## src/rtl/remap_pkg.sv

```systemverilog
package remap_pkg;

    ////////////////////
    // Geometry
    ////////////////////

    // Pixel bits per input word
    localparam int WORD_W = 8;
    // Bits kept from the previous word
    localparam int RES_W = 6;
    localparam int WIN_W = RES_W + WORD_W;
    localparam int NUM_PROC = 8;
    // Widest patch is 7 pixels
    localparam int PATCH_W = 7;
    localparam int COL_W = 10;

    ////////////////////
    // Flow control
    ////////////////////

    localparam int FIFO_DEPTH = 4;
    localparam int CRED_W = 3;
    localparam int OUT_CREDITS = 2;

    typedef logic [WORD_W-1:0] pixel_word_t;

    typedef struct packed {
        pixel_word_t word;
        logic        row_start;
    } pixel_in_t;

    typedef struct packed {
        logic [2:0] patch_size;
        logic [2:0] stride;
    } cfg_t;

    // Same 14 bits, seen as one row or as older residues plus current word
    typedef union packed {
        logic [WIN_W-1:0] flat;
        struct packed {
            pixel_word_t      pixels;
            logic [RES_W-1:0] residues;
        } fields;
    } window_u;

    typedef struct packed {
        window_u          window;
        logic [COL_W-1:0] col_base;
    } window_entry_t;

    typedef struct packed {
        logic [NUM_PROC-1:0]              enable;
        logic [NUM_PROC-1:0][PATCH_W-1:0] patch;
    } patch_bus_t;

endpackage
```

## src/rtl/window_fifo.sv

```systemverilog
`timescale 1ns/1ps

module window_fifo (
    input  logic                     clk,
    input  logic                     rst,
    input  logic                     push,
    input  remap_pkg::window_entry_t push_entry,
    input  logic                     pop,
    output logic                     not_empty,
    output remap_pkg::window_entry_t head,
    output logic                     credit_ret
);

    typedef logic [$clog2(remap_pkg::FIFO_DEPTH)-1:0]   ptr_t;
    typedef logic [$clog2(remap_pkg::FIFO_DEPTH+1)-1:0] count_t;

    remap_pkg::window_entry_t mem [remap_pkg::FIFO_DEPTH];
    ptr_t                     wr_ptr;
    ptr_t                     rd_ptr;
    count_t                   count;
    logic                     do_pop;

    assign not_empty = (count != '0);
    assign do_pop = pop && not_empty;

    // Head reads straight from storage
    assign head = mem[rd_ptr];

    ////////////////////
    // Storage
    ////////////////////

    // Producer credits keep pushes within depth
    always_ff @(posedge clk) begin
        if (push) begin
            mem[wr_ptr] <= push_entry;
        end
    end

    ////////////////////
    // Pointers
    ////////////////////

    // Depth is a power of two so pointers wrap on their own
    always_ff @(posedge clk) begin
        if (rst) begin
            wr_ptr <= '0;
            rd_ptr <= '0;
        end else begin
            if (push) begin
                wr_ptr <= wr_ptr + ptr_t'(1);
            end
            if (do_pop) begin
                rd_ptr <= rd_ptr + ptr_t'(1);
            end
        end
    end

    always_ff @(posedge clk) begin
        if (rst) begin
            count <= '0;
        end else begin
            case ({push, do_pop})
                2'b10:   count <= count + count_t'(1);
                2'b01:   count <= count - count_t'(1);
                default: count <= count;
            endcase
        end
    end

    // Freed slot goes back to the producer
    always_ff @(posedge clk) begin
        if (rst) begin
            credit_ret <= 1'b0;
        end else begin
            credit_ret <= do_pop;
        end
    end

endmodule

```

## config.mk

```make
export PLATFORM = sky130hd
export DESIGN_NAME = window_fifo
export DESIGN_NICKNAME = d
export VERILOG_FILES = /design/src/rtl/remap_pkg.sv /design/src/rtl/window_fifo.sv
export SDC_FILE = /design/constraint.sdc
export NUM_CORES = 1
export LEC_CHECK = 0
export ABC_AREA = 1
export ABC_CLOCK_PERIOD_IN_PS = 4300
export BUFFER_PORTS_ARGS = -buffer_cell sky130_fd_sc_hd__clkbuf_2
export CAP_MARGIN = 20
export CORE_MARGIN = 2
export CORE_UTILIZATION = 35
export DETAILED_ROUTE_END_ITERATION = 8
export HOLD_SLACK_MARGIN = 0.15
export PLACE_DENSITY_LB_ADDON = 0.15
export SLEW_MARGIN = 20
export SYNTH_ARGS = -nofsm -noshare
export SYNTH_HDL_FRONTEND = slang
export SYNTH_SLANG_ARGS = --single-unit
```

## constraint.sdc

```tcl
create_clock -name clk -period 4.3 [get_ports clk]
set_clock_uncertainty 0.1 [all_clocks]
set_input_delay 0.86 -clock clk [delete_from_list [all_inputs] [get_ports clk]]
set_output_delay 0.86 -clock clk [all_outputs]
set_load 0.01 [all_outputs]
```

==> out/metrics.cfg <==
[synth]
synth-seq-cells=106
postSynthAreaPerCell_um2=14.1
ys_seq_area_frac=0.731
ys_types=19
async_reset_ff_frac=0
synth_top_flop_cell=edfxtp_1
yosys.area.top_type=edfxtp_1
synthesis.area_um2=4220
yosysWarnings=0
syn_nets=333
yosysMostFrequentCell=edfxtp_1
synth_edf_count=96
yosysTopAreaCellShare=0.684
synth_cells=299
post_synth_main_area_contributors=edfxtp_1 68%, o22ai_2 5.9%, o21ai_0 5.7%
synth_top_cells_by_count=96 x edfxtp_1, 48 x o21ai_0, 35 x nor2_1

[sta]
fmax_ghz=0.337
finalMaxSlewViolations=0
finalSetupViolations=0
rsz0062_at_grt=no
setup_tns_ps=0
slew_headroom=0.298
tightest_slew_ps=1050
hold_viol_final=0
period_minus_slack_ps=2970
period_share=0.690

[die]
core_area_um2=11900
start_util=0.355
rows=40
die_h_um=114
pin_count=54
die_w_um=114
die_area_um2=12900

[routing]
routed_wl_mm=8.47
ant_nets=0
routed_wire_length_per_instance_um=16.7
vias=2436
drc_errors=0
drtIter0Drc=176
dr.pass1.iters=4
vias_per_cell=4.80

[worst_setup_path]
crit_arrival_ps=2010
max_stage_delay_ps=500
path_class=reg -> out
cp_slowest_cell=dfxtp_1
cp-start-kind=flip-flop
required_ps=3340
rrSetupSlack_ps=2340
r2r_start=wr_ptr[1]
cp_max_fo=24
crit_buf_inv=3
reg2reg_depth=5
path_cells=buf_4 > inv_2 > o21ai_0 > o22ai_2 > clkbuf_2
cp-end-kind=output pin
r2r-end=mem[1][2]
cpLargestDelayFamily=buffers and inverters

[grt]
grtUsageTotal=0.138
grt.overflow.total=0
antenna_found_initial=0
grt_max_degree=49
grt_pass1_vias=2467
grt_pass1_wl_mm=13.4

[clock_network]
cts.sinks=106
worstSkewPairLatency_ps=340
path_clk_slew_ps=70
hold_buffers=0
root_buffer=clkbuf_16
ctsResizeCount=0
cts_tree=yes
post_cts_buffers=0
cts_buffer_depth=2
h-tree-depth=3
numCtsBuffers=9

[worst_hold_path]
holdPathEnd=rd_ptr[1]
hp-class=reg -> reg
hold_depth=2
min-delay-start=rd_ptr[1]

[flow_run]
drv_cap=0

[pwr]
p_leak_nw=1.80
p_per_area_nw_per_um2=509
max-vdd-ir-drop_mv=0.180
totalPowerFinal_mw=2.50

[place]
portBuffers=53
place_area_um2=4620
dp.cells=491
dp_hpwl_mm=4.87
globalplace.congestion=0.702

[final_layout]
insertedDiodeCount=0
nNetsFinal=389
finalInstanceArea_um2=4910
fill_cells=1079
final_core_util=0.414
fin_cells=507
drive_gt1_frac=0.325
area_growth_pct=16.5

[status]
outcome=finished clean

==> area by class of cell <==
type	count	area, um^2	area share
Clock buffer	12	268	0.0545
Clock inverter	4	22.5	0.00459
Inverter	19	71.3	0.0145
Multi-Input combinational cell	160	971	0.198
Sequential cell	106	3080	0.628
Tap cell	147	184	0.0375
Timing Repair Buffer	59	310	0.0632
==> metrics by stage <==
step	hold slack, ps	setup WS [ps]
CTS	423	1290
finish	414	1330
floorplan	359	2230
global placement	412	1720
detailed placement	412	1670
global route	454	1130
==> where the power goes <==
part	switching [mW]	internal, mW
registers	0.0246	1.18
logic	0.326	0.175
clock network	0.350	0.443
total	0.700	1.80
==> layout by cell type (no fill, tap or decap), types with 5 or more instances in the layout <==
master / Yosys / routed
a21oi_1: 5 / 5
buf_4: 1 / 6
clkbuf_16: 0 / 10
clkbuf_2: 0 / 53
dfxtp_1: 10 / 9
edfxtp_1: 96 / 96
ha_1: 5 / 5
inv_1: 17 / 17
nand2_1: 15 / 15
nor2_1: 35 / 35
nor2_2: 20 / 20
o21ai_0: 48 / 48
o22ai_2: 20 / 20
==> registers in the layout, summed over array words and instances (netlist names), named ones only <==
signal and cells:
count 3, rd_ptr 2, mem 96, credit_ret 1, wr_ptr 2
==> logic make-up after synthesis <==
kind of cell    after synthesis  synth area share
compound gates               81             0.133
fa+ha+maj                     6            0.0196
flops                       106             0.731
buf+inv                      33            0.0383
simple gates                 73            0.0778
==> how the worst max path moves through the flow <==
| stage | start | endpoint | slack, ps | cells past startpoint |
|---|---|---|---|---|
| 6_report | flip-flop | head[1] | 1330 | 5 |
| 4_1_cts | flip-flop | head[15] | 1290 | 5 |
| 3_3_place_gp | flip-flop | head[8] | 1720 | 5 |
| 2_1_floorplan | pop | count[2] | 2230 | 11 |
| 5_1_grt | flip-flop | head[2] | 1130 | 5 |
| 3_5_place_dp | flip-flop | head[15] | 1670 | 5 |
==> per-layer routing <==
layer | GRT usage | vias to the layer above | share of wire
li1 | - | 1194 | -
met1 | 0.181 | 1196 | 0.46
met2 | 0.217 | 36 | 0.48
met3 | 0.0324 | 10 | 0.038
met4 | 0.0675 | 0 | 0.018
met5 | 0 | - | 0
==> worst register-to-register path, stage by stage, from the launching register on <==
cell	delay (ps)
dfxtp_1	330
inv_1	100
ha_1	150
nand2_1	50
inv_1	620
buf_4	330
No activity file was read; power rests on OpenSTA's default activity.
