**config.mk**
```make
export PLATFORM = sky130hd
export DESIGN_NAME = row_window_builder
export DESIGN_NICKNAME = d
export VERILOG_FILES = /design/src/rtl/remap_pkg.sv /design/src/rtl/row_window_builder.sv
export SDC_FILE = /design/constraint.sdc
export NUM_CORES = 1
export LEC_CHECK = 0
export BUFFER_PORTS_ARGS = -buffer_cell sky130_fd_sc_hd__buf_2
export CAP_MARGIN = 10
export CORE_MARGIN = 3
export CORE_UTILIZATION = 50
export DETAILED_ROUTE_END_ITERATION = 6
export PLACE_DENSITY = 0.74
export SYNTH_ARGS = -nofsm -noshare
export SYNTH_HDL_FRONTEND = slang
export SYNTH_SLANG_ARGS = --single-unit
```
**constraint.sdc**
```tcl
create_clock -name clk -period 3.2 [get_ports clk]
set_clock_uncertainty 0.15 [all_clocks]
set_input_delay 0.8 -clock clk [delete_from_list [all_inputs] [get_ports clk]]
set_output_delay 0.8 -clock clk [all_outputs]
set_load 0.02 [all_outputs]
```
**src/rtl/remap_pkg.sv**
```systemverilog
package remap_pkg;

    ////////////////////
    // Geometry
    ////////////////////

    // Pixel bits per input word
    localparam int WORD_W = 8;
    // Bits kept from the previous word
    localparam int RES_W = 6;
    localparam int WIN_W = RES_W + WORD_W;
    localparam int NUM_PROC = 8;
    // Widest patch is 7 pixels
    localparam int PATCH_W = 7;
    localparam int COL_W = 10;

    ////////////////////
    // Flow control
    ////////////////////

    localparam int FIFO_DEPTH = 4;
    localparam int CRED_W = 3;
    localparam int OUT_CREDITS = 2;

    typedef logic [WORD_W-1:0] pixel_word_t;

    typedef struct packed {
        pixel_word_t word;
        logic        row_start;
    } pixel_in_t;

    typedef struct packed {
        logic [2:0] patch_size;
        logic [2:0] stride;
    } cfg_t;

    // Same 14 bits, seen as one row or as older residues plus current word
    typedef union packed {
        logic [WIN_W-1:0] flat;
        struct packed {
            pixel_word_t      pixels;
            logic [RES_W-1:0] residues;
        } fields;
    } window_u;

    typedef struct packed {
        window_u          window;
        logic [COL_W-1:0] col_base;
    } window_entry_t;

    typedef struct packed {
        logic [NUM_PROC-1:0]              enable;
        logic [NUM_PROC-1:0][PATCH_W-1:0] patch;
    } patch_bus_t;

endpackage
```
**src/rtl/row_window_builder.sv**
```systemverilog
`timescale 1ns/1ps

module row_window_builder (
    input  logic                     clk,
    input  logic                     rst,
    input  logic                     in_valid,
    input  remap_pkg::pixel_in_t     in_data,
    output logic                     in_ready,
    output logic                     push,
    output remap_pkg::window_entry_t entry,
    input  logic                     credit_ret
);

    logic [remap_pkg::CRED_W-1:0] credits;
    remap_pkg::pixel_word_t       prev_word;
    logic [remap_pkg::COL_W-1:0]  next_col;
    logic                         accept;
    remap_pkg::window_u           window_next;
    logic [remap_pkg::COL_W-1:0]  col_next;

    // One credit per free FIFO slot
    assign in_ready = (credits != '0);
    assign accept = in_valid && in_ready;

    // Row start drops the residues and restarts the column count
    always_comb begin
        window_next.fields.pixels = in_data.word;
        window_next.fields.residues = in_data.row_start ? '0 :
            prev_word[remap_pkg::WORD_W-1:remap_pkg::WORD_W-remap_pkg::RES_W];
        col_next = in_data.row_start ? '0 : next_col;
    end

    ////////////////////
    // Row state
    ////////////////////

    always_ff @(posedge clk) begin
        if (rst) begin
            prev_word <= '0;
            next_col <= '0;
            push <= 1'b0;
        end else begin
            push <= accept;
            if (accept) begin
                prev_word <= in_data.word;
                next_col <= col_next + remap_pkg::WORD_W[remap_pkg::COL_W-1:0];
            end
        end
    end

    always_ff @(posedge clk) begin
        if (accept) begin
            entry.window <= window_next;
            entry.col_base <= col_next;
        end
    end

    // Credit is taken at accept, the push follows one cycle later
    always_ff @(posedge clk) begin
        if (rst) begin
            credits <= remap_pkg::FIFO_DEPTH[remap_pkg::CRED_W-1:0];
        end else begin
            credits <= credits
                + {{(remap_pkg::CRED_W-1){1'b0}}, credit_ret}
                - {{(remap_pkg::CRED_W-1){1'b0}}, accept};
        end
    end

endmodule

```
==> summary.md, run 1 <==
| Metric | Value |
|---|---|
| Syn Inst Count | `138` |
| Worst stage delay on the critical path | `0.59 ns` |
| Vias | `1102` |
| Critical Path Slowest Stage Cell | `o31ai_4` |
| Area after DPL | `1920 µm²` |
| Port Buffers | `38` |
| Cell area after synthesis | `1690 µm²` |
| TritonRoute pass-1 iters | `4` |
| Fin area | `1970 µm²` |
| Synth area leaders | `edfxtp_1 43%, dfxtp_1 24%, nor2b_1 6.3%` |
| Hpwl dp | `1850 µm` |
| PnR Total Power | `1.27 mW` |
| Leakage | `0.783 nW` |
| Top cells by count, synth | `24 x edfxtp_1, 20 x dfxtp_1, 17 x nand2_1, 17 x nor2b_1, 9 x a21oi_1` |
| WP buf/inv | `2` |
| Ys async rst share | `0%` |
| Pwr per Cell Area | `645 nW/µm²` |
| Layout fillers | `275` |
| Least-Margin Pin Slew | `0.604 ns` |
| Core area | `3150 µm²` |
| CTS tree | `built` |
| Hold-fix buffers, CTS | `0` |
| Post-CTS sizing | `0` |
| Sequential element share of the synthesized area | `66.2%` |
| Worst slew margin | `59.7%` |
| Met1 Use GR | `16.9%` |
| Starting Density | `53.7%` |
| Final setup fails | `0` |
| Fin. Hold Viols | `0` |
| CP required | `3.29 ns` |
| Nets | `195` |
| Syn avg cell area | `12.3 µm²` |
| Met2 Resource Use GR | `24.9%` |
| Sum of negative setup slack | `0 ns` |
| 1st-iter DRT viols | `71` |
| Post-synth top flop | `edfxtp_1` |
| M3 GR Usage | `6.33%` |
| Status | `finished, final reports clean` |
| Slew Viols, Final | `0` |
| Top Usage Layer GRT | `met2` |
| Grt ovf | `0` |
| Arr. time, crit path | `2.76 ns` |
| Synthesized flop and latch total | `44` |
| Syn_nets | `155` |
| Crit Path Class | `register to register` |
| Area share of the largest cell type after synthesis | `42.5%` |
| Achievable frequency | `375 MHz` |
| Total CTS buffers | `5` |
| Routed Antenna Nets | `0` |
| DRT Wirelength | `2780 µm` |
| CP max FO | `15` |
| Vias/cell | `4.94` |
| Global placement routability congestion | `0.725` |
| Post-CTS Setup Inserts | `0` |
| Most frequent cell after synthesis | `edfxtp_1` |
| Area Growth Syn to Fin | `16.4%` |
| Distinct cell type count after synthesis | `32` |
| Inst Count DP | `215` |
| Vias in the first global route | `1080` |
| HP Class | `register to register` |
| Worst hold slack | `0.312 ns` |
| Total track usage | `15.2%` |
| Die area | `4120 µm²` |
| Antenna violations before repair | `0` |
| Die H | `64.2 µm` |
| Tcrit/Tclk final | `83.3%` |
| Final Critical Period | `2.67 ns` |
| Clock Pin Slew Worst Setup and Hold Paths | `0.12 ns` |
| Element type at the critical path start | `register` |
| DRC | `0` |
| Avg WL per Cell | `12.5 µm` |
| Clock Tree Buf Depth | `2` |
| Ant diodes | `0` |
| Latest clock arrival within the worst-skew pair | `0.34 ns` |
| First-pass GRT wire length | `4670 µm` |
| Crit-path leading delay family | `adder cells` |
| Max Cap Violations | `0` |
| Clock root cell | `clkbuf_4` |
| Critical path endpoint category | `register` |
| CTS HTree Levels | `2` |
| Synth warn | `0` |
| Row cnt | `20` |
| Non-filler cells, final | `223` |
| Crit-path cells | `o31ai_4 > inv_1 > ha_1 > inv_1 > ha_1 > fa_1 > xnor2_1 > xnor2_1 > nand2_1` |
| Maximum VDD drop | `0.366 mV` |
| Ports | `39` |
| Largest net degree at the start of global routing | `39` |
| RSZ-0062 raised after global routing | `false` |
| Layout cell share with drive strength beyond 1 | `26.3%` |
| CTS sink count | `44` |
| Dominant cell type by area after synthesis | `edfxtp_1` |
| Die X | `64.2 µm` |
| EDFF count, synth | `24` |
per-layer routing:
metal	routed length, µm	part of all wire (%)
met3	163	5.9
met5	0	0
met4	29	1.0
met1	1230	44
met2	1360	49
logic make-up after synthesis:
| logic type | share of synthesized area, % |
|---|---|
| AO/OA/AOI/OAI | 9.01 |
| XOR/XNOR | 1.03 |
| adder cells (fa/ha/maj) | 3.40 |
| AND/OR/NAND/NOR | 17.2 |
| buffers and inverters | 3.18 |
| flip-flops | 66.2 |
worst register-to-register path, stage by stage (launching register included):
cell and delay, ns:
dfxtp_1 0.38, o31ai_4 0.59, inv_1 0.14, ha_1 0.30, inv_1 0.04, ha_1 0.18
fa_1 0.37, xnor2_1 0.20, xnor2_1 0.15, nand2_1 0.07
area by class of cell:
cell class,count,area (µm²),share of cell area (%)
clock buffer,6,41.3,2.09
clock inverter,2,11.3,0.571
inverter,7,26.3,1.33
multi-input combinational,81,519,26.3
sequential,44,1120,56.9
tap,44,55.1,2.79
timing repair buffer,39,198,10.0
flip-flops by register name, summed over array words and instances, names as in the netlist:
signal and count:
credits 3, entry 24, next_col 10, prev_word 6
push 1
layout by cell type (no fill, tap or decap), drive strengths merged, types with 3 or more instances in the layout:
cell type  Yosys  layout
nor2           4       4
dfxtp         20      20
a21oi          9       9
inv            7       7
ha             3       3
a31oi          3       3
edfxtp        24      24
nand2         17      17
buf            2      39
and2           3       3
nor2b         17      17
clkbuf         4       6
power breakdown:
group,internal [mW],switching [mW],total (mW)
sequential,0.683,0.0377,0.721
clock,0.0838,0.167,0.251
combinational,0.107,0.192,0.299
total,0.874,0.397,1.27
path summary, 6_finish.rpt:
kind                start            to  slack, ns  cells after the start
max            credits[1]    credits[2]       0.53                      9
min          prev_word[4]  prev_word[4]       0.31                      2
max reg2reg    credits[1]    credits[2]       0.53                      9
min reg2reg  prev_word[4]  prev_word[4]       0.31                      2
per-stage QoR:
stage / util, % / setup slack, ns
floorplan: - / 0.474
global placement: 60.9 / 0.539
detailed placement: 60.9 / 0.389
CTS: 62.5 / 0.506
global route: 62.5 / 0.325
finish: 62.5 / 0.534
Power figures use the tool's default switching activity.
==> run 2, diff against run 1 <==
- ABC_AREA: not set -> 1
- clock period: 3.2 -> 2.69 ns (I/O delays scaled with it)
==> run 2 against run 1 <==
  * Design area barely moved
  * Global-route usage rose by 0.23 points
  * Power rose by 20%
  * Routed wire length rose by 0.93%
  * Sequential cell count did not move
  * Maximum frequency rose by 36%
  * Worst setup slack improved by 0.20 ns
  * Count of clock-buffer cells in the layout fell by 1
  * Combinational power rose by 27%
  * Register-to-register slack improved by 0.20 ns
  * Largest cell class unchanged
  * Largest power group unchanged
==> summary.md, run 2 <==
| Metric | Value |
|---|---|
| Status | `finished, final reports clean` |
| Clock Tree Buf Depth | `2` |
| Die H | `64.1 µm` |
| Switching Share | `31.9%` |
| CTS sink count | `44` |
| CP required | `2.76 ns` |
| Die X | `64.1 µm` |
| Nets | `219` |
| Clock power share | `19.2%` |
| RR Endpoint | `credits[2]` |
| Synthesized flop and latch total | `44` |
| Clock root cell | `clkbuf_4` |
| CTS HTree Levels | `2` |
| Worst slew margin | `66.6%` |
| Row cnt | `20` |
| Latest clock arrival within the worst-skew pair | `0.33 ns` |
| Layout cell share with drive strength beyond 1 | `27.1%` |
| Vias in the first global route | `1194` |
| Pwr per Cell Area | `775 nW/µm²` |
| Area Growth Syn to Fin | `16.8%` |
| Non-filler cells, final | `247` |
| Post-synth top flop | `edfxtp_1` |
| Cell area after synthesis | `1690 µm²` |
| Synth area leaders | `edfxtp_1 43%, dfxtp_1 24%, inv_1 6.0%` |
| TritonRoute pass-1 iters | `4` |
| Maximum VDD drop | `0.525 mV` |
| Ant diodes | `0` |
| R2R Setup Slk | `0.73 ns` |
| Final Critical Period | `1.96 ns` |
| Largest net degree at the start of global routing | `34` |
| Hold-fix buffers, CTS | `0` |
| Port Buffers | `38` |
| Syn Inst Count | `159` |
| Post-CTS sizing | `0` |
| Reg power frac | `56.0%` |
| Antenna violations before repair | `0` |
| Element type at the critical path start | `register` |
| Clock Pin Slew Worst Setup and Hold Paths | `0.11 ns` |
| Max Cap Violations | `0` |
| 1st-iter DRT viols | `35` |
| Comb pwr share | `24.8%` |
| DRC | `0` |
| Inst Count DP | `239` |
| Die area | `4110 µm²` |
| CTS tree | `built` |
| Grt ovf | `0` |
| EDFF count, synth | `24` |
| Crit Path Class | `register to register` |
| Hold Crit Depth | `2` |
| Final setup fails | `0` |
| Slew Viols, Final | `0` |
| Regs by FF count | `entry x24, next_col x10, prev_word x6` |
| Syn avg cell area | `10.6 µm²` |
| Dominant cell type by area after synthesis | `edfxtp_1` |
| Max reg flops | `24` |
| Util after Layout | `63.1%` |
| Most frequent cell after synthesis | `inv_1` |
| Core area | `3130 µm²` |
| Distinct cell type count after synthesis | `19` |
| Global placement routability congestion | `0.726` |
| Internal | `1.04 mW` |
| Top cells by count, synth | `27 x inv_1, 24 x edfxtp_1, 24 x nor2_1, 21 x nand2_1, 20 x dfxtp_1` |
| Total track usage | `15.5%` |
| Sum of negative setup slack | `0 ns` |
| FF-to-FF Start | `credits[1]` |
| Vias | `1149` |
| Ys async rst share | `0%` |
| Starting Density | `54.0%` |
| Arr. time, crit path | `2.03 ns` |
| HP Class | `register to register` |
| CP endpoint | `credits[2]` |
| Critical path endpoint category | `register` |
| Total CTS buffers | `5` |
| Ports | `39` |
| Least-Margin Pin Slew | `0.500 ns` |
| Syn_nets | `176` |
| Fin. Hold Viols | `0` |
| RSZ-0062 raised after global routing | `false` |
| Area share of the largest cell type after synthesis | `42.7%` |
| Synth warn | `0` |
| Post-CTS Setup Inserts | `0` |
| Tcrit/Tclk final | `72.8%` |
| Leakage | `0.886 nW` |
| Avg WL per Cell | `11.4 µm` |
| Commonest non-fill, non-tap cell in the layout | `buf_2` |
| Reg2Reg Depth | `8` |
| Most frequent cells in the layout | `38 x buf_2, 27 x inv_1, 24 x nor2_1, 24 x edfxtp_1, 21 x nand2_1` |
| First-pass GRT wire length | `4960 µm` |
| Vias/cell | `4.65` |
| CP max FO | `3` |
| Hpwl dp | `1960 µm` |
| Top reg by flops | `entry` |
| DRT Wirelength | `2810 µm` |
| Sequential element share of the synthesized area | `66.4%` |
| Achievable frequency | `511 MHz` |
| Net Switching | `0.488 mW` |
| CP startpoint | `credits[1]` |
| Routed Antenna Nets | `0` |
## run 2: cell count changes after synthesis, sizes merged, moves of 2 or more
| cell | before | now |
|---|---|---|
| a31oi | 3 | 0 |
| nor2 | 4 | 25 |
| or4 | 2 | 0 |
| inv | 7 | 29 |
| and2 | 3 | 0 |
| a21oi | 9 | 11 |
| nand3 | 2 | 9 |
| nand2 | 17 | 23 |
| nor2b | 17 | 0 |
| nand3b | 2 | 0 |
| o211ai | 2 | 0 |
| o21ai | 2 | 9 |
| nor3b | 2 | 0 |
| clkbuf | 4 | 1 |
## run 2: routing by layer
layer | routed length, µm | GRT usage [%] | vias up
met3 | 176 | 4.39 | 4
met5 | 0 | 0 | -
li1 | - | - | 591
met4 | 34 | 6.07 | 0
met1 | 1220 | 17.2 | 523
met2 | 1380 | 27.7 | 31
## run 2: worst min-delay path by stage
stage | startpoint | end | slack [ns]
2_1_floorplan | prev_word[4] | prev_word[4] | 0.28
3_3_place_gp | prev_word[7] | prev_word[7] | 0.29
3_5_place_dp | prev_word[3] | prev_word[3] | 0.30
4_1_cts | prev_word[3] | prev_word[3] | 0.31
5_1_grt | prev_word[5] | prev_word[5] | 0.33
6_report | prev_word[4] | prev_word[4] | 0.31
## run 2: power groups by stage
stage,Combinational [mW],Clock (mW),Sequential (mW)
global placement,0.368,0,0.868
CTS,0.387,0.298,0.858
finish,0.380,0.293,0.856
detailed placement,0.386,0,0.872
floorplan,0.193,0,0.951
global route,0.423,0.322,0.867
## run 2: per-stage QoR
step | area (µm²) | total power [mW] | setup WS [ns] | hold slack, ns
after floorplan | 1690 | 1.14 | 0.127 | 0.280
after global placement | 1920 | 1.24 | 0.469 | 0.290
after detailed placement | 1920 | 1.26 | 0.379 | 0.297
after CTS | 1970 | 1.54 | 0.720 | 0.314
after global routing | 1970 | 1.61 | 0.631 | 0.335
final | 1970 | 1.53 | 0.732 | 0.310
## run 2: cell type report
class | count | area (µm²)
clock buffer | 5 | 37.5
clock inverter | 3 | 13.8
fill | 249 | 1150
inverter | 29 | 109
multi-input combinational | 83 | 439
sequential | 44 | 1120
tap | 44 | 55.1
timing repair buffer | 39 | 198
## run 2: logic make-up (layout without fill, tap and decap cells)
group / count (synthesis) / count (layout) / synth area share [%]
simple gates: 57 / 57 / 15.0
flops: 44 / 44 / 66.4
buf+inv: 32 / 76 / 7.63
compound gates: 20 / 20 / 6.59
fa+ha+maj: 4 / 4 / 3.41
xor+xnor: 2 / 2 / 1.04
## run 2: critical path: stages, from the launching register on
cell     delay, ns
dfxtp_1       0.37
nor2_4        0.15
a21oi_4       0.07
ha_1          0.27
inv_1         0.04
ha_1          0.18
fa_1          0.38
xnor2_1       0.17
nand2_1       0.06
